## src/rtl/gfxPkg.sv

```systemverilog
package gfxPkg;

	//////////////////////////////////////////////////
	// pixel and coordinate types
	//////////////////////////////////////////////////

	typedef logic signed [15:0] coord_t;	// signed so a reversed run compares right
	typedef logic [7:0] pixel_t;	// palette index, one byte per pixel

	// opcodes written to the command register
	typedef enum logic [15:0] {
		HLine    = 16'h0001,
		VLine    = 16'h0002,
		ALine    = 16'h0003,	// any line, bresenham
		PutPixel = 16'h000A,
		GetPixel = 16'h000B
	} cmd_e;

	// word index on the wishbone adr field
	typedef enum logic [3:0] {
		RegCmd    = 4'd0,	// command on write, status on read
		RegX1     = 4'd1,
		RegY1     = 4'd2,
		RegX2     = 4'd3,
		RegY2     = 4'd4,
		RegColour = 4'd7
	} regIdx_e;

	//////////////////////////////////////////////////
	// wishbone classic
	//////////////////////////////////////////////////

	typedef struct packed {
		logic        cyc;
		logic        stb;
		logic        we;
		logic [3:0]  adr;	// word index, not a byte address
		logic [1:0]  sel;	// [1] upper byte, [0] lower byte
		logic [15:0] dat;
	} wbReq_t;

	typedef struct packed {
		logic        ack;	// one cycle per request
		logic [15:0] dat;
	} wbRsp_t;

	//////////////////////////////////////////////////
	// drawing jobs and frame buffer
	//////////////////////////////////////////////////

	typedef struct packed {
		coord_t x1;
		coord_t y1;
		coord_t x2;
		coord_t y2;
	} lineJob_t;

	// single cycle strobes out of the command dispatch
	typedef struct packed {
		logic straight;
		logic vertical;	// qualifies straight
		logic bresenham;
		logic readPix;
	} cmdStart_t;

	typedef struct packed {
		logic   valid;
		coord_t x;
		coord_t y;
	} plot_t;

	typedef struct packed {
		logic [17:0] addr;	// {row, column pair}
		logic [15:0] data;
		logic        we;	// low for a read
		logic [1:0]  byteEn;	// active high, upper then lower
	} fbReq_t;

	// one sram word, two pixels side by side
	typedef union packed {
		logic [15:0] raw;
		struct packed {
			pixel_t hiPix;	// even x
			pixel_t loPix;	// odd x
		} pix;
	} fbWord_u;

endpackage

```

## src/rtl/bresenhamWalker.sv

```systemverilog
`timescale 1ns/100ps

module bresenhamWalker
	import gfxPkg::*;
(
	input  logic      Clk,
	input  logic      i_rstN,
	input  cmdStart_t i_start,
	input  lineJob_t  i_job,
	output plot_t     o_plot,
	output logic      o_active
);

	// Setup doubles as the idle state
	typedef enum logic [2:0] {
		Setup,
		Swap,
		ErrInit,
		Plot,
		StepMinor,
		StepMajor
	} bresState_e;

	bresState_e         state;
	coord_t             x, y;	// current point
	coord_t             s1, s2;	// x and y step, -1 0 or +1
	logic [15:0]        dx, dy;	// major and minor lengths after the swap
	logic signed [17:0] err;
	logic               interchange;	// y is the major axis
	logic [15:0]        cnt;	// points done minus one
	logic signed [16:0] diffX, diffY;

	function automatic logic [15:0] absDiff(input logic signed [16:0] d);
		logic signed [16:0] a;
		a = (d < 0) ? -d : d;
		return a[15:0];
	endfunction

	function automatic coord_t stepSign(input logic signed [16:0] d);
		if (d < 0)
			return -16'sd1;
		else if (d == 0)
			return 16'sd0;
		else
			return 16'sd1;
	endfunction

	assign diffX = i_job.x2 - i_job.x1;	// 17 bits, no overflow
	assign diffY = i_job.y2 - i_job.y1;

	//////////////////////////////////////////////////
	// state register
	//////////////////////////////////////////////////

	always_ff @(posedge Clk) begin
		if (!i_rstN) begin
			state <= Setup;
		end else begin
			case (state)
				Setup:     if (i_start.bresenham) state <= Swap;
				Swap:      state <= ErrInit;
				ErrInit:   state <= Plot;
				Plot:      state <= (cnt == dx) ? Setup : StepMinor;	// dx+1 points, end included
				StepMinor: if (err < 0) state <= StepMajor;	// loop while err >= 0
				StepMajor: state <= Plot;
				default:   state <= Setup;
			endcase
		end
	end

	//////////////////////////////////////////////////
	// datapath
	//////////////////////////////////////////////////

	always_ff @(posedge Clk) begin
		case (state)
			Setup: if (i_start.bresenham) begin
				x  <= i_job.x1;
				y  <= i_job.y1;
				dx <= absDiff(diffX);
				dy <= absDiff(diffY);
				s1 <= stepSign(diffX);
				s2 <= stepSign(diffY);
			end
			Swap: begin
				interchange <= (dy > dx);
				if (dy > dx) begin	// steep line, walk along y
					dx <= dy;
					dy <= dx;
				end
			end
			ErrInit: begin
				err <= $signed({1'b0, dy, 1'b0}) - $signed({2'b00, dx});	// 2dy - dx
				cnt <= '0;
			end
			StepMinor: if (err >= 0) begin
				if (interchange)
					x <= x + s1;
				else
					y <= y + s2;
				err <= err - $signed({1'b0, dx, 1'b0});
			end
			StepMajor: begin
				if (interchange)
					y <= y + s2;
				else
					x <= x + s1;
				err <= err + $signed({1'b0, dy, 1'b0});
				cnt <= cnt + 16'd1;
			end
			default: ;	// Plot only emits
		endcase
	end

	assign o_plot.valid = (state == Plot);
	assign o_plot.x     = x;
	assign o_plot.y     = y;
	assign o_active     = (state != Setup);

endmodule

```

## src/rtl/fbPort.sv

```systemverilog
`timescale 1ns/100ps

module fbPort
	import gfxPkg::*;
#(
	parameter int FbXBits = 9,
	parameter int FbYBits = 9
) (
	input  logic      Clk,
	input  logic      i_rstN,
	input  cmdStart_t i_start,
	input  lineJob_t  i_job,
	input  pixel_t    i_colour,
	input  plot_t     i_straightPlot,
	input  plot_t     i_bresPlot,
	input  logic      i_straightActive,
	input  logic      i_bresActive,
	input  fbWord_u   i_fbRdData,	// registered sram output
	output fbReq_t    o_fb,
	output pixel_t    o_pixel,
	output logic      o_busy
);

	plot_t       plot;	// point from whichever walker runs
	fbWord_u     wrWord;
	logic        fbWe;
	logic [1:0]  fbByteEn;
	logic [17:0] fbAddr;
	logic [15:0] fbData;
	logic        rdIssued;	// read request on the sram pins
	logic        rdReturn;	// sram data valid
	logic        rdHi;	// even x, take the upper byte
	logic        busyQ;

	// row from y and column pair from x while x[0] picks the byte
	function automatic logic [17:0] wordAddr(input coord_t x, input coord_t y);
		return {y[FbYBits-1:0], x[FbXBits:1]};
	endfunction

	assign plot = i_straightActive ? i_straightPlot : i_bresPlot;

	always_comb begin
		wrWord.pix.hiPix = i_colour;	// same colour in both lanes
		wrWord.pix.loPix = i_colour;	// byteEn picks which one lands
	end

	//////////////////////////////////////////////////
	// sram control and busy
	//////////////////////////////////////////////////

	always_ff @(posedge Clk) begin
		if (!i_rstN) begin
			fbWe     <= 1'b0;
			fbByteEn <= 2'b00;
			rdIssued <= 1'b0;
			rdReturn <= 1'b0;
			busyQ    <= 1'b0;
		end else begin
			rdIssued <= i_start.readPix;
			rdReturn <= rdIssued;	// sram answers one edge later
			busyQ    <= (|i_start) | i_straightActive | i_bresActive | fbWe | rdIssued | rdReturn;
			if (i_start.readPix) begin
				fbWe     <= 1'b0;
				fbByteEn <= 2'b11;	// read the whole word
			end else if (plot.valid) begin
				fbWe     <= 1'b1;
				fbByteEn <= plot.x[0] ? 2'b01 : 2'b10;	// even x is upper
			end else begin
				fbWe     <= 1'b0;
				fbByteEn <= 2'b00;
			end
		end
	end

	// address, data and the read byte
	always_ff @(posedge Clk) begin
		if (i_start.readPix) begin
			fbAddr <= wordAddr(i_job.x1, i_job.y1);
			rdHi   <= ~i_job.x1[0];
		end else if (plot.valid) begin
			fbAddr <= wordAddr(plot.x, plot.y);
			fbData <= wrWord.raw;
		end
		if (rdReturn)
			o_pixel <= rdHi ? i_fbRdData.pix.hiPix : i_fbRdData.pix.loPix;
	end

	assign o_fb.addr   = fbAddr;
	assign o_fb.data   = fbData;
	assign o_fb.we     = fbWe;
	assign o_fb.byteEn = fbByteEn;
	assign o_busy      = busyQ;

endmodule

```

## src/rtl/gfxController.sv

```systemverilog
`timescale 1ns/100ps

module gfxController
	import gfxPkg::*;
#(
	parameter int FbXBits = 9,
	parameter int FbYBits = 9
) (
	input  logic    Clk,
	input  logic    i_rstN,
	input  wbReq_t  i_wb,
	input  fbWord_u i_fbRdData,
	output wbRsp_t  o_wb,
	output fbReq_t  o_fb
);

	cmdStart_t start;
	lineJob_t  job;
	pixel_t    colour;
	pixel_t    pixel;	// GetPixel result
	logic      busy;
	plot_t     straightPlot, bresPlot;
	logic      straightActive, bresActive;

	gfxRegs gfxRegs_i (
		.Clk(Clk), .i_rstN(i_rstN), .i_wb(i_wb), .i_busy(busy), .i_pixel(pixel),
		.o_wb(o_wb), .o_start(start), .o_job(job), .o_colour(colour)
	);

	// horizontal, vertical and single pixel runs
	straightWalker straightWalker_i (
		.Clk(Clk), .i_rstN(i_rstN), .i_start(start), .i_job(job),
		.o_plot(straightPlot), .o_active(straightActive)
	);

	bresenhamWalker bresenhamWalker_i (
		.Clk(Clk), .i_rstN(i_rstN), .i_start(start), .i_job(job),
		.o_plot(bresPlot), .o_active(bresActive)
	);

	fbPort #(.FbXBits(FbXBits), .FbYBits(FbYBits)) fbPort_i (
		.Clk(Clk), .i_rstN(i_rstN), .i_start(start), .i_job(job), .i_colour(colour),
		.i_straightPlot(straightPlot), .i_bresPlot(bresPlot),
		.i_straightActive(straightActive), .i_bresActive(bresActive),
		.i_fbRdData(i_fbRdData), .o_fb(o_fb), .o_pixel(pixel), .o_busy(busy)
	);

endmodule

```

## src/rtl/gfxRegs.sv

```systemverilog
`timescale 1ns/100ps

module gfxRegs
	import gfxPkg::*;
(
	input  logic      Clk,
	input  logic      i_rstN,
	input  wbReq_t    i_wb,
	input  logic      i_busy,	// from fbPort
	input  pixel_t    i_pixel,	// last pixel read back
	output wbRsp_t    o_wb,
	output cmdStart_t o_start,
	output lineJob_t  o_job,
	output pixel_t    o_colour
);

	coord_t      x1, y1, x2, y2;
	pixel_t      colour;	// only the low byte of the colour word is kept
	logic [15:0] cmdReg;
	logic [15:0] cmdNext;	// command word with this write's lanes applied
	logic        ackQ;
	logic [15:0] rdDat, rdDatQ;
	logic        access;	// fresh request, not the one being acked
	logic        wrAccess;

	// byte lane merge, sel[1] is the upper byte
	function automatic logic [15:0] laneMerge(input logic [15:0] old, input logic [15:0] dat,
			input logic [1:0] sel);
		logic [15:0] res;
		res = old;
		if (sel[1])
			res[15:8] = dat[15:8];
		if (sel[0])
			res[7:0] = dat[7:0];
		return res;
	endfunction

	assign access   = i_wb.cyc & i_wb.stb & ~ackQ;	// master holds stb through ack
	assign wrAccess = access & i_wb.we;
	assign cmdNext  = laneMerge(cmdReg, i_wb.dat, i_wb.sel);

	//////////////////////////////////////////////////
	// register file
	//////////////////////////////////////////////////

	always_ff @(posedge Clk) begin
		if (!i_rstN) begin
			x1     <= '0;
			y1     <= '0;
			x2     <= 16'sd1024;	// full screen width
			y2     <= 16'sd512;
			colour <= 8'd4;
			cmdReg <= '0;
		end else if (wrAccess) begin
			case (i_wb.adr)
				RegCmd:    cmdReg <= cmdNext;	// stored even when busy
				RegX1:     x1 <= laneMerge(x1, i_wb.dat, i_wb.sel);
				RegY1:     y1 <= laneMerge(y1, i_wb.dat, i_wb.sel);
				RegX2:     x2 <= laneMerge(x2, i_wb.dat, i_wb.sel);
				RegY2:     y2 <= laneMerge(y2, i_wb.dat, i_wb.sel);
				RegColour: if (i_wb.sel[0]) colour <= i_wb.dat[7:0];
				default: ;	// unmapped, write ignored
			endcase
		end
	end

	//////////////////////////////////////////////////
	// ack and command dispatch
	//////////////////////////////////////////////////

	always_ff @(posedge Clk) begin
		if (!i_rstN) begin
			ackQ    <= 1'b0;
			o_start <= '0;
		end else begin
			ackQ    <= access;
			o_start <= '0;	// strobes last one cycle, same cycle as ack
			if (wrAccess && i_wb.adr == RegCmd && !i_busy) begin
				case (cmdNext)
					HLine, PutPixel: o_start.straight <= 1'b1;	// pixel is a 1 point run
					VLine: begin
						o_start.straight <= 1'b1;
						o_start.vertical <= 1'b1;
					end
					ALine:    o_start.bresenham <= 1'b1;
					GetPixel: o_start.readPix   <= 1'b1;
					default: ;	// unknown opcode starts nothing
				endcase
			end
		end
	end

	// read mux, status bit 0 is idle
	always_comb begin
		case (i_wb.adr)
			RegCmd:    rdDat = {15'd0, ~i_busy};
			RegX1:     rdDat = x1;
			RegY1:     rdDat = y1;
			RegX2:     rdDat = x2;
			RegY2:     rdDat = y2;
			RegColour: rdDat = {8'd0, i_pixel};	// pixel latched by GetPixel
			default:   rdDat = '0;
		endcase
	end

	always_ff @(posedge Clk) begin
		if (access)
			rdDatQ <= rdDat;
	end

	assign o_wb.ack = ackQ;
	assign o_wb.dat = rdDatQ;	// valid while ack is high

	// PutPixel ends where it starts
	assign o_job.x1 = x1;
	assign o_job.y1 = y1;
	assign o_job.x2 = (cmdReg == PutPixel) ? x1 : x2;
	assign o_job.y2 = (cmdReg == PutPixel) ? y1 : y2;

	assign o_colour = colour;

endmodule

```

## src/rtl/straightWalker.sv

```systemverilog
`timescale 1ns/100ps

module straightWalker
	import gfxPkg::*;
(
	input  logic      Clk,
	input  logic      i_rstN,
	input  cmdStart_t i_start,
	input  lineJob_t  i_job,
	output plot_t     o_plot,
	output logic      o_active
);

	logic   active;
	logic   vertical;	// walk y instead of x
	coord_t curX, curY;
	coord_t endPos;	// last coordinate on the walking axis
	coord_t runPos;

	assign runPos = vertical ? curY : curX;

	// one point per cycle, stop once the end is reached or passed
	always_ff @(posedge Clk) begin
		if (!i_rstN)
			active <= 1'b0;
		else if (i_start.straight)
			active <= 1'b1;
		else if (active && runPos >= endPos)
			active <= 1'b0;	// reversed run stops after its start point
	end

	always_ff @(posedge Clk) begin
		if (i_start.straight) begin
			curX     <= i_job.x1;
			curY     <= i_job.y1;
			vertical <= i_start.vertical;
			endPos   <= i_start.vertical ? i_job.y2 : i_job.x2;
		end else if (active && runPos < endPos) begin
			if (vertical)
				curY <= curY + 16'sd1;
			else
				curX <= curX + 16'sd1;
		end
	end

	assign o_plot.valid = active;	// current point goes out every active cycle
	assign o_plot.x     = curX;
	assign o_plot.y     = curY;
	assign o_active     = active;

endmodule

```

## config.mk

```make
export PLATFORM = sky130hd
export DESIGN_NAME = gfxController
export DESIGN_NICKNAME = d
export VERILOG_FILES = /design/src/rtl/gfxPkg.sv /design/src/rtl/bresenhamWalker.sv /design/src/rtl/fbPort.sv /design/src/rtl/gfxController.sv /design/src/rtl/gfxRegs.sv /design/src/rtl/straightWalker.sv
export SDC_FILE = /design/constraint.sdc
export NUM_CORES = 1
export LEC_CHECK = 0
export BUFFER_PORTS_ARGS = -buffer_cell sky130_fd_sc_hd__buf_2
export CAP_MARGIN = 10
export CORE_ASPECT_RATIO = 1.1
export CORE_UTILIZATION = 41
export DETAILED_ROUTE_END_ITERATION = 7
export HOLD_SLACK_MARGIN = 0.05
export PLACE_DENSITY = 0.66
export SYNTH_ARGS = -nofsm -noshare
export SYNTH_HDL_FRONTEND = slang
export SYNTH_HIERARCHICAL = 1
export SYNTH_SLANG_ARGS = --single-unit
```

## constraint.sdc

```tcl
create_clock -name Clk -period 4.5 [get_ports Clk]
set_input_delay 1.125 -clock Clk [delete_from_list [all_inputs] [get_ports Clk]]
set_output_delay 1.125 -clock Clk [all_outputs]
set_load 0.02 [all_outputs]
```

# Word level (Yosys, flattened, before mapping)
# Cells that the tools add are included.
totals:
  ff_bits: 342
  out_inout_bits: 54
classes:
  n_addsub: 12
  order_cmp: 7
  eq_ne: 26
  muxes: 54
  bitwise: 13
  n_reduce_logical: 42
op_table:
  columns: ["op", "count"]
  rows:
  - ["two-way mux 16 bit", 24]
  - ["one-hot mux 16 bit (2 select lines)", 3]
  - ["one-hot mux 16 bit (3 select lines)", 2]
  - ["one-hot mux 16 bit (6 select lines)", 1]
  - ["logical NOT 32 bit", 2]
  - ["two-way mux 18 bit", 3]
  - ["one-hot mux 18 bit (3 select lines)", 1]
  - ["== test 16 x 4 -> 1 bit, second input constant", 3]
  - ["< comparator 17 x 1 -> 1 bit, second input constant", 2]
  - ["subtractor 16 x 16 -> 17 bit", 2]
  - ["two-way mux 33 bit", 1]
  - ["adder 16 bit", 2]
  - ["adder 16 x 2 -> 16 bit, second input constant", 2]
  - ["== test 16 x 2 -> 1 bit, second input constant", 2]
  - ["negator 16 bit", 2]
  - ["AND reduction 3 bit", 10]
  - ["two-way mux 8 bit", 3]
  - ["adder 18 bit", 1]
  - [">= comparator 18 x 1 -> 1 bit, second input constant", 1]
  - ["< comparator 18 x 1 -> 1 bit, second input constant", 1]
  - ["subtractor 17 x 16 -> 18 bit", 1]
  - ["subtractor 18 bit", 1]
  - ["adder 16 x 1 -> 16 bit, second input constant", 1]
  - ["== test 16 x 1 -> 1 bit, second input constant", 1]
  - ["other kinds (30)", 82]

# Longest topological paths before layout
# Gate-level depths: netlist of run 1.
logic_depth:
  word_depth: 7
  ltp_mapped: 20

# Modules after synthesis
# The synthesis of run 1 kept the hierarchy.
modules_own_cells:
  columns: ["mod", "instances", "cells_each", "area_each_um2"]
  rows:
  - ["bresenhamWalker", 1, 1263, 10694.0]
  - ["gfxRegs", 1, 454, 5148.7]
  - ["straightWalker", 1, 294, 3155.5]
  - ["fbPort", 1, 138, 1851.8]

# Worst setup path before layout of run 1
# No wires, ideal clock.
synth_path:
  path_kind: "register -> register"
  startpoint: "reg bresenhamWalker_i.dx[1]"
  endpoint: "reg bresenhamWalker_i.dx[0], enable pin"
  t_arrival_ns: 4.028
  required_ns: 4.039
  path_slack_ns: 0.011
  path_stages_with_launch: 12
  synth_period_minus_slack_ns: 4.489
  path_cell_list: "edfxtp_1 inv_1 ha_1 nor2b_1 o21a_1 o21a_1 o21a_1 o21a_1 o211ai_1 a221oi_1 mux2i_1 nor3_1"
synth_between:
  elab_chain_len: 3
synth_lines:
  columns: ["element", "line", "text"]
  rows:
  - ["start: declaration", "bresenhamWalker.sv:27", "logic [15:0] dx, dy;"]
  - ["start signal: assignment", "bresenhamWalker.sv:80", "dx <= absDiff(diffX);"]
  - ["start signal: assignment", "bresenhamWalker.sv:88", "dx <= dy;"]
  - ["greater-than comparator 16 bit", "bresenhamWalker.sv:87", "if (dy > dx) begin"]
  - ["!= test 2 x 1 -> 1 bit (no source line)", null, null]
  - ["AND reduction 3 bit (no source line)", null, null]
# Every way passes these cells.
# A chain may end at the register's enable or synchronous reset.

==> metrics.md, run 1 <==
| Metric | Value |
|---|---|
| Crit path time final | `4.286 ns` |
| CTS root buf | `clkbuf_16` |
| Via/cell ratio | `5.545` |
| Max-slew violations | `0` |
| Slew Limit Headroom | `0.3289` |
| Core Box Area | `47040 µm²` |
| WP data arrival | `4.60 ns` |
| Hold crit path type | `reg -> reg` |
| Setup Skew | `0.01581 ns` |
| Chip width | `211.0 µm` |
| Cell row count | `83` |
| YS warnings | `6` |
| Crit Path Max Fanout | `14` |
| IO Pins | `97` |
| Maximum vdd drop | `0.3497 mV` |
| CTS tree | `yes` |
| Slowest-stage cell, CP | `or4b_4` |
| Leakage | `8.933 nW` |
| Initial drt markers | `1028` |
| Die area | `48950 µm²` |
| CP peak stage delay | `0.53 ns` |
| Critical path's most frequent cell | `xor2_1` |
| H-tree depth | `1` |
| Starting Density | `0.4189` |
| Post-Synthesis Cell Area | `19710 µm²` |
| Max Root-Sink Buffers | `3` |
| Number of global-route vias before repair | `14910` |
| Global-route wire length before repair | `83590 µm` |
| Critical path class | `reg -> reg` |
| Post-DP HPWL | `39990 µm` |
| Crit. End Element | `register` |
| Largest net degree at the start of global routing | `85` |
| Residual DRC count | `0` |
| CP Data Required Time | `4.82 ns` |
| CTS Buf Count | `31` |
| Pwr dens | `267.2 nW/µm²` |
| Synth Net Count | `2195` |
| Fillcell total | `4317` |
| Max Cap Viol | `0` |
| Final Setup Violations | `0` |
| Via Count | `15280` |
| Avg WL per Cell | `19.39 µm` |
| FMAX | `0.2333 GHz` |
| Sink Count | `292` |
| Hold slack final | `0.4292 ns` |
| Diodes inserted | `0` |
| Number of port buffers | `96` |
| DP Cell Count | `2695` |
| Placer Congestion | `0.9320` |
| Synth Instances | `2025` |
| Setup total negative slack | `0 ns` |
| Post-route clock period utilization | `0.9523` |
| Hold buffers post-CTS | `0` |
| Clock transition at path regs | `0.07 ns` |
| Clk_lat worst skew | `0.60 ns` |
| RSZ-0062 raised after global routing | `false` |
| Post-route ant nets | `0` |
| Final #Nets | `2263` |
| Initial antenna violation count | `1` |
| Placed cell areas | `20760 µm²` |
| Status | `finished clean` |
| DRT Pass-1 Iters | `5` |
| Remaining global-route overflow | `0` |
| Worst path cell trace | `nor4bb_4 -> nand4_1 -> buf_6 -> mux2_1 -> ha_1 -> nor2b_1 -> o31a_1 -> o21a_4 -> a221o_1 -> xor2_1 -> or4b_4 -> o41ai_2 -> xor2_1 -> a21oi_1` |
| Post-route cell area | `22010 µm²` |
| Die height | `232.0 µm` |
| Final WL | `53410 µm` |
| Worst slew pin tran | `1.002 ns` |
| Layout cell share with drive strength beyond 1 | `0.1497` |
| Finished Layout Cells | `2755` |
| Area delta synth->final | `11.66%` |
| Final hold viol count | `0` |
| Mean area per synthesized cell | `9.733 µm²` |
| GRT Overall Usage | `0.2178` |
| CP startpoint kind | `register` |
placed cells by master (no fill, tap or decap), types with 26 or more instances in the layout:
master / count
a21o_1: 28
nor3_1: 26
a22oi_1: 29
edfxtp_1: 189
dfxtp_1: 102
mux2_2: 62
nand3_1: 36
clkbuf_16: 36
nor2b_1: 104
mux2i_1: 118
inv_1: 112
o21ai_0: 124
a21oi_1: 104
nor2_1: 148
xnor2_1: 77
buf_2: 96
nand2_1: 174
buf_4: 38
ha_1: 120
xor2_1: 71
stage by stage:
stage               setup WS [ns]  utilization  total power (W)
floorplan                 0.01108            -         0.003017
global placement           0.1265       0.4413         0.003085
detailed placement        0.03128       0.4413         0.003089
CTS                      0.003647       0.4658         0.005919
global route             0.005567       0.4678         0.006037
finish                     0.2145       0.4678         0.005881
flip-flops by register name, summed over array words and instances, names as in the netlist, 16 cells and up:
| name | cells |
|---|---|
| bresenhamWalker_i/dx | 16 |
| straightWalker_i/curX | 16 |
| gfxRegs_i/y2 | 16 |
| gfxRegs_i/y1 | 16 |
| gfxRegs_i/cmdReg | 16 |
| gfxRegs_i/x1 | 16 |
| gfxRegs_i/rdDatQ | 16 |
| bresenhamWalker_i/cnt | 16 |
| gfxRegs_i/x2 | 16 |
| fbPort_i/fbAddr | 18 |
| straightWalker_i/curY | 16 |
| bresenhamWalker_i/dy | 16 |
| bresenhamWalker_i/err | 17 |
| straightWalker_i/endPos | 16 |
power breakdown:
part	leakage [nW]	internal [W]	total (W)	switching (W)
registers	2.59	0.00283	0.00284	0.00000488
logic	5.77	0.0000773	0.000197	0.000120
clock network	0.575	0.00170	0.00285	0.00115
total	8.93	0.00461	0.00588	0.00127
timing repair:
action / in CTS / in global routing
setup buffers: 0 / 2
resized for setup: 0 / 11
setup endpoints to repair: 0 / 30
critical path: cells and delay by family (launching register included):
family	cells	cell delay [ns]
AOI/OAI and AO/OA	5	1.29
xor gates and xnor gates	2	0.34
adders and majority gates	1	0.32
buffers and inverters	1	0.20
DFF	1	0.36
muxes	1	0.38
and+or+nand+nor	4	1.14
path summary, 6_finish.rpt:
kind                    startpoint                       end  slack, ns  cells past startpoint
min reg2reg  gfxRegs_i/o_colour[5]       fbPort_i/fbData[13]       0.43                      0
min          gfxRegs_i/o_colour[5]       fbPort_i/fbData[13]       0.43                      0
max            gfxRegs_i/cmdReg[3]  bresenhamWalker_i/dx[15]       0.21                     14
max reg2reg    gfxRegs_i/cmdReg[3]  bresenhamWalker_i/dx[15]       0.21                     14
layout make-up:
type	instances	area (µm²)	area share
flip-flops and latches	292	7739	0.3516
inverters	112	420.4	0.01910
multi-input cells	1520	11100	0.5044
clock buffers	44	982.2	0.04463
clock inverters	14	171.4	0.007789
repair buffers	136	797.0	0.03622
well taps	637	797.0	0.03622
routing by layer:
metal | routed length (µm) | share of wire | GRT usage
met1 | 23700 | 0.44 | 0.2898
met2 | 24680 | 0.46 | 0.3574
met3 | 2875 | 0.054 | 0.02448
met4 | 2138 | 0.040 | 0.09239
met5 | 13 | 0.00024 | 0
(Power assumes the default switching activity.)
==> inputs of run 2 (changes only) <==
--- a/config.mk
+++ b/config.mk
@@ -12,6 +12,7 @@
 export DETAILED_ROUTE_END_ITERATION = 7
 export HOLD_SLACK_MARGIN = 0.05
 export PLACE_DENSITY = 0.66
+export REMOVE_ABC_BUFFERS = 1
 export SYNTH_ARGS = -nofsm -noshare
 export SYNTH_HDL_FRONTEND = slang
 export SYNTH_HIERARCHICAL = 1
==> metrics.md, run 2 (synthesis gave the netlist of run 1 again) <==
| Metric | Value |
|---|---|
| Final hold viol count | `0` |
| Worst Min Path Start | `gfxRegs_i/o_colour[0]` |
| FMAX | `0.2284 GHz` |
| Biggest regs | `fbPort_i/fbAddr x18, bresenhamWalker_i/err x17` |
| Status | `finished clean` |
| Crit. End Element | `register` |
| Avg WL per Cell | `19.32 µm` |
| Setup Skew | `0.02506 ns` |
| Number of port buffers | `96` |
| Crit path time final | `4.378 ns` |
| Hold path depth | `0` |
| Slowest-stage cell, CP | `or3_2` |
| WP data arrival | `4.64 ns` |
| Core Box Area | `47040 µm²` |
| Chip width | `211.0 µm` |
| Initial drt markers | `1020` |
| GRT Overall Usage | `0.2178` |
| Leakage | `9.054 nW` |
| Instance count on the critical path | `17` |
| Maximum vdd drop | `0.2310 mV` |
| Worst slew pin tran | `1.064 ns` |
| Top reg by flops | `fbPort_i/fbAddr` |
| Initial antenna violation count | `0` |
| Area delta synth->final | `12.98%` |
| Cell row count | `83` |
| Via/cell ratio | `5.551` |
| Max Root-Sink Buffers | `3` |
| Die height | `232.0 µm` |
| Placer Congestion | `0.9520` |
| Hold crit path type | `reg -> reg` |
| Most frequent cells in the layout | `edfxtp_1 (189), nand2_1 (174), nor2_1 (148)` |
| Final core utilization | `0.4733` |
| Flop-to-flop setup slack | `0.12 ns` |
| Layout cell share with drive strength beyond 1 | `0.1599` |
| Final WL | `53760 µm` |
| Largest net degree at the start of global routing | `54` |
| CTS Buf Count | `35` |
| CTS root buf | `clkbuf_16` |
| Final Setup Violations | `0` |
| Critical path's most frequent cell | `a21oi_1` |
| DRT Pass-1 Iters | `5` |
| Post-route setup slack | `0.1217 ns` |
| R2r endpoint | `bresenhamWalker_i/dx[15]` |
| Worst Hold End | `fbPort_i/fbData[8]` |
| H-tree depth | `2` |
| Diodes inserted | `0` |
| CTS tree | `yes` |
| Max-slew violations | `0` |
| CP Data Required Time | `4.77 ns` |
| Via Count | `15440` |
| Die area | `48950 µm²` |
| CP startpoint kind | `register` |
| Number of global-route vias before repair | `15350` |
| Sink Count | `292` |
| Starting Density | `0.4189` |
| Clk_lat worst skew | `0.57 ns` |
| Clock transition at path regs | `0.06 ns` |
| Worst path cell trace | `nor4_1 -> buf_4 -> nand4_1 -> buf_6 -> buf_12 -> mux2_1 -> inv_1 -> ha_1 -> fa_2 -> nor2b_4 -> o31a_4 -> a21oi_1 -> or3_2 -> or4_4 -> o41ai_4 -> xor2_1 -> a21oi_1` |
| Max Cap Viol | `0` |
| IO Pins | `97` |
| R2R Path Start | `gfxRegs_i/cmdReg[11]` |
| Crit path from | `gfxRegs_i/cmdReg[11]` |
| CP peak stage delay | `0.54 ns` |
| Global-route wire length before repair | `83900 µm` |
| Hold slack final | `0.4298 ns` |
| Critical path class | `reg -> reg` |
| Crit Path Max Fanout | `5` |
| Top delay family on crit path | `simple AND/OR/NAND/NOR gates` |
| Buffers & Inverters on Critical Path | `4` |
| Post-route ant nets | `0` |
| Worst Setup Slack post-DPL | `-0.09017 ns` |
| Remaining global-route overflow | `0` |
| Reg2reg path depth | `17` |
| Slew Limit Headroom | `0.2905` |
| RSZ-0062 raised after global routing | `true` |
| Residual DRC count | `0` |
| Final #Nets | `2290` |
| Post-route clock period utilization | `0.9730` |
| Commonest non-fill, non-tap cell in the layout | `edfxtp_1` |
| Largest register FFs | `18` |
| Pwr dens | `261.8 nW/µm²` |
| Post-DP HPWL | `39780 µm` |
-- run 2: cell types whose count changed in the layout (fill, tap and decap cells not counted), sizes merged --
| cell | previous run | this run |
|---|---|---|
| inv | 114 | 113 |
| bufinv | 3 | 1 |
| clkbuf | 44 | 50 |
| buf | 136 | 157 |
| clkinv | 8 | 11 |
-- run 2: final cells by class --
cell class	count	area (µm²)
timing repair buffer	159	1017
clock buffer	48	985.9
clock inverter	14	136.4
tap	637	797.0
multi-input combinational	1520	11170
sequential	292	7739
inverter	112	420.4
fill	4324	24780
-- run 2: through the flow --
step	power, W	instances	area, µm²	TNS [ns]
finish	0.005829	2782	22270	0
global route	0.005988	2782	22270	-0.1116
CTS	0.005856	2774	22030	0
detailed placement	0.003091	2712	20890	-0.1304
global placement	0.003088	2712	20890	0
floorplan	0.002994	1924	19170	-10.96
-- run 2: worst reg2reg max path: cells and delay by family (launching register included) --
| family | cells | cell delay, ns |
|---|---|---|
| simple gates | 5 | 1.55 |
| flops | 1 | 0.31 |
| xor+xnor | 1 | 0.17 |
| mux | 1 | 0.22 |
| fa+ha+maj | 2 | 0.67 |
| compound gates | 4 | 0.68 |
| buf+inv | 4 | 0.51 |
-- run 2: what timing repair did --
item	in CTS	in global routing
endpoints found under the hold margin	0	0
setup endpoints to repair	10	27
setup buffers	0	6
pin swaps	0	10
gates cloned	0	2
hold buffers	0	0
resized for setup	2	28
-- run 2: metal layers --
metal	up-vias	track usage	wire length [µm]
met5	-	0	0
met1	7340	0.2795	23130
li1	7466	-	-
met2	516	0.3662	25580
met4	0	0.09058	2085
met3	120	0.03029	2957
-- run 2: report_power, final --
part | total [W] | leakage, nW | switching, W | internal [W]
sequential | 0.00284 | 2.59 | 0.00000436 | 0.00283
combinational | 0.000205 | 5.91 | 0.000124 | 0.0000811
clock | 0.00278 | 0.550 | 0.00118 | 0.00161
-- run 2: how the worst max path moves through the flow --
stage / to / slack (ns)
6_report: bresenhamWalker_i/dx[15] / 0.12
5_1_grt: bresenhamWalker_i/dx[15] / -0.05
4_1_cts: bresenhamWalker_i/dx[15] / 0.03
3_5_place_dp: bresenhamWalker_i/dx[15] / -0.09
3_3_place_gp: bresenhamWalker_i/dx[15] / 0.004
2_1_floorplan: bresenhamWalker_i/s2[0] / -0.66
==> inputs of run 3 (changes only) <==
--- a/config.mk
+++ b/config.mk
@@ -8,10 +8,10 @@
 export BUFFER_PORTS_ARGS = -buffer_cell sky130_fd_sc_hd__buf_2
 export CAP_MARGIN = 10
 export CORE_ASPECT_RATIO = 1.1
-export CORE_UTILIZATION = 41
+export CORE_UTILIZATION = 57
 export DETAILED_ROUTE_END_ITERATION = 7
 export HOLD_SLACK_MARGIN = 0.05
-export PLACE_DENSITY = 0.66
+export PLACE_DENSITY = 0.85
 export REMOVE_ABC_BUFFERS = 1
 export SYNTH_ARGS = -nofsm -noshare
 export SYNTH_HDL_FRONTEND = slang
==> metrics.md, run 3 (synthesis gave the netlist of run 1 again) <==
| Metric | Value |
|---|---|
| Status | `finished clean` |
| Sink Count | `292` |
| Final core utilization | `0.6360` |
| Die area | `35330 µm²` |
| Placed cell areas | `20560 µm²` |
| Fillcell total | `2643` |
| Wire length on met2 | `25100 µm` |
| Initial drt markers | `1396` |
| CTS Buf Count | `31` |
| Critical path class | `reg -> reg` |
| Chip width | `179.3 µm` |
| Initial antenna violation count | `1` |
| Crit. End Element | `register` |
| Finished Layout Cells | `2564` |
| Hold buffers post-CTS | `0` |
| Residual DRC count | `0` |
| Clock transition at path regs | `0.07 ns` |
| Pwr dens | `258.7 nW/µm²` |
| H-tree depth | `1` |
| Final WL | `52650 µm` |
| Diodes inserted | `0` |
| Flop-to-flop setup slack | `0.10 ns` |
| Area of the multi-input gates | `11110 µm²` |
| Met1 wire length | `20450 µm` |
| Maximum vdd drop | `0.2964 mV` |
| Max-slew violations | `0` |
| Post-DP HPWL | `38320 µm` |
| CP peak stage delay | `0.60 ns` |
| Via Count | `15930` |
| Hold crit path type | `reg -> reg` |
| Met3 wire len | `3894 µm` |
| Post-route clock period utilization | `0.9777` |
| R2R Path Start | `gfxRegs_i/cmdReg[3]` |
| Area delta synth->final | `10.08%` |
| Avg WL per Cell | `20.53 µm` |
| Slowest-stage cell, CP | `or4b_4` |
| Most frequent cells in the layout | `edfxtp_1 (189), nand2_1 (174), nor2_1 (148)` |
| WP data arrival | `4.71 ns` |
| Register area | `7739 µm²` |
| Top reg by flops | `fbPort_i/fbAddr` |
| Final Setup Violations | `0` |
| Starting Density | `0.5778` |
| CP Data Required Time | `4.81 ns` |
| Largest register FFs | `18` |
| DP Cell Count | `2503` |
| Hold path depth | `0` |
| Slew Limit Headroom | `0.2937` |
| Core Box Area | `34110 µm²` |
| Final #Nets | `2271` |
| Number of global-route vias before repair | `15810` |
| Layout cell share with drive strength beyond 1 | `0.1505` |
| Hold slack final | `0.4269 ns` |
| Clk_lat worst skew | `0.59 ns` |
| Commonest non-fill, non-tap cell in the layout | `edfxtp_1` |
| Placer Congestion | `1.034` |
| Global-route wire length before repair | `82490 µm` |
| Crit Path Max Fanout | `13` |
| IO Pins | `97` |
| GRT Overall Usage | `0.2972` |
| CTS root buf | `clkbuf_16` |
| Leakage | `8.913 nW` |
| Final hold viol count | `0` |
| FMAX | `0.2273 GHz` |
| Cell row count | `71` |
| DRT Pass-1 Iters | `7` |
| Reg2reg path depth | `16` |
| Biggest regs | `fbPort_i/fbAddr x18, bresenhamWalker_i/err x17` |
| Max Root-Sink Buffers | `3` |
| Post-route ant nets | `0` |
| Number of port buffers | `96` |
| Worst Hold End | `fbPort_i/fbData[11]` |
| Worst Min Path Start | `gfxRegs_i/o_colour[3]` |
| Largest net degree at the start of global routing | `53` |
| Top layer in use | `met4` |
| Remaining global-route overflow | `0` |
| Setup Skew | `0.01535 ns` |
| Crit path time final | `4.400 ns` |
| Max Cap Viol | `0` |
| Worst slew pin tran | `1.059 ns` |
| Worst path cell trace | `nor4bb_2 -> nand4_1 -> buf_6 -> mux2_1 -> inv_1 -> ha_1 -> fa_2 -> nor2b_4 -> o31a_4 -> o21ai_4 -> xor2_2 -> o2111ai_2 -> or4b_4 -> o41ai_2 -> xor2_1 -> a21oi_1` |
| Via/cell ratio | `6.214` |
| CTS tree | `yes` |
| Setup total negative slack | `0 ns` |
| R2r endpoint | `bresenhamWalker_i/dx[15]` |
| Post-route cell area | `21690 µm²` |
| CP startpoint kind | `register` |
| Die height | `197.0 µm` |
[run 3: layout make-up]
type | count | share of cell area
multi-input cells | 1520 | 0.5121
clock inverters | 11 | 0.003864
inverters | 112 | 0.01938
well taps | 438 | 0.02526
clock buffers | 47 | 0.04377
flip-flops and latches | 292 | 0.3567
repair buffers | 144 | 0.03893
[run 3: worst max-delay path: cells and delay by family, from the launching register on]
| kind | cells | cell delay, ns |
|---|---|---|
| flip-flops | 1 | 0.36 |
| XOR/XNOR | 2 | 0.37 |
| AO/OA/AOI/OAI | 5 | 1.11 |
| multiplexers | 1 | 0.33 |
| AND/OR/NAND/NOR | 4 | 1.20 |
| adder cells (fa/ha/maj) | 2 | 0.47 |
| buffers and inverters | 2 | 0.27 |
[run 3: worst max-delay path by stage]
stage	startpoint	endpoint	slack, ns	depth (start not counted)
CTS	gfxRegs_i/cmdReg[11]	bresenhamWalker_i/s2[0]	0.02	14
floorplan	gfxRegs_i/cmdReg[11]	bresenhamWalker_i/s2[0]	-0.66	14
global route	gfxRegs_i/cmdReg[3]	bresenhamWalker_i/dx[15]	-0.04	16
finish	gfxRegs_i/cmdReg[3]	bresenhamWalker_i/dx[15]	0.10	16
global placement	gfxRegs_i/cmdReg[11]	bresenhamWalker_i/dx[15]	0.06	16
detailed placement	gfxRegs_i/cmdReg[11]	bresenhamWalker_i/s2[0]	-0.10	14
[run 3: stage by stage]
step / worst slack, ns / total power, W
3_5_place_dp: -0.1027 / 0.003087
2_1_floorplan: -0.6581 / 0.002994
4_1_cts: 0.01723 / 0.005619
3_3_place_gp: 0.06314 / 0.003083
5_1_grt: -0.03925 / 0.005730
6_report: 0.1004 / 0.005613
[run 3: per-layer routing]
layer	vias to the layer above	track usage
li1	7411	-
met1	7566	0.3658
met2	756	0.4957
met3	199	0.03945
met4	0	0.1737
met5	-	0
[run 3: power breakdown]
group	internal [W]	leakage, nW	switching (W)
Clock	0.00147	0.514	0.00111
Sequential	0.00283	2.59	0.00000497
Combinational	0.0000782	5.81	0.000121
[run 3: repair_timing]
| action | 4_1_cts | 5_1_grt |
|---|---|---|
| hold endpoints to repair | 0 | 0 |
| buffers inserted | 0 | 3 |
| resized for setup | 1 | 13 |
| pin swaps | 0 | 3 |
| setup endpoints to repair | 14 | 21 |
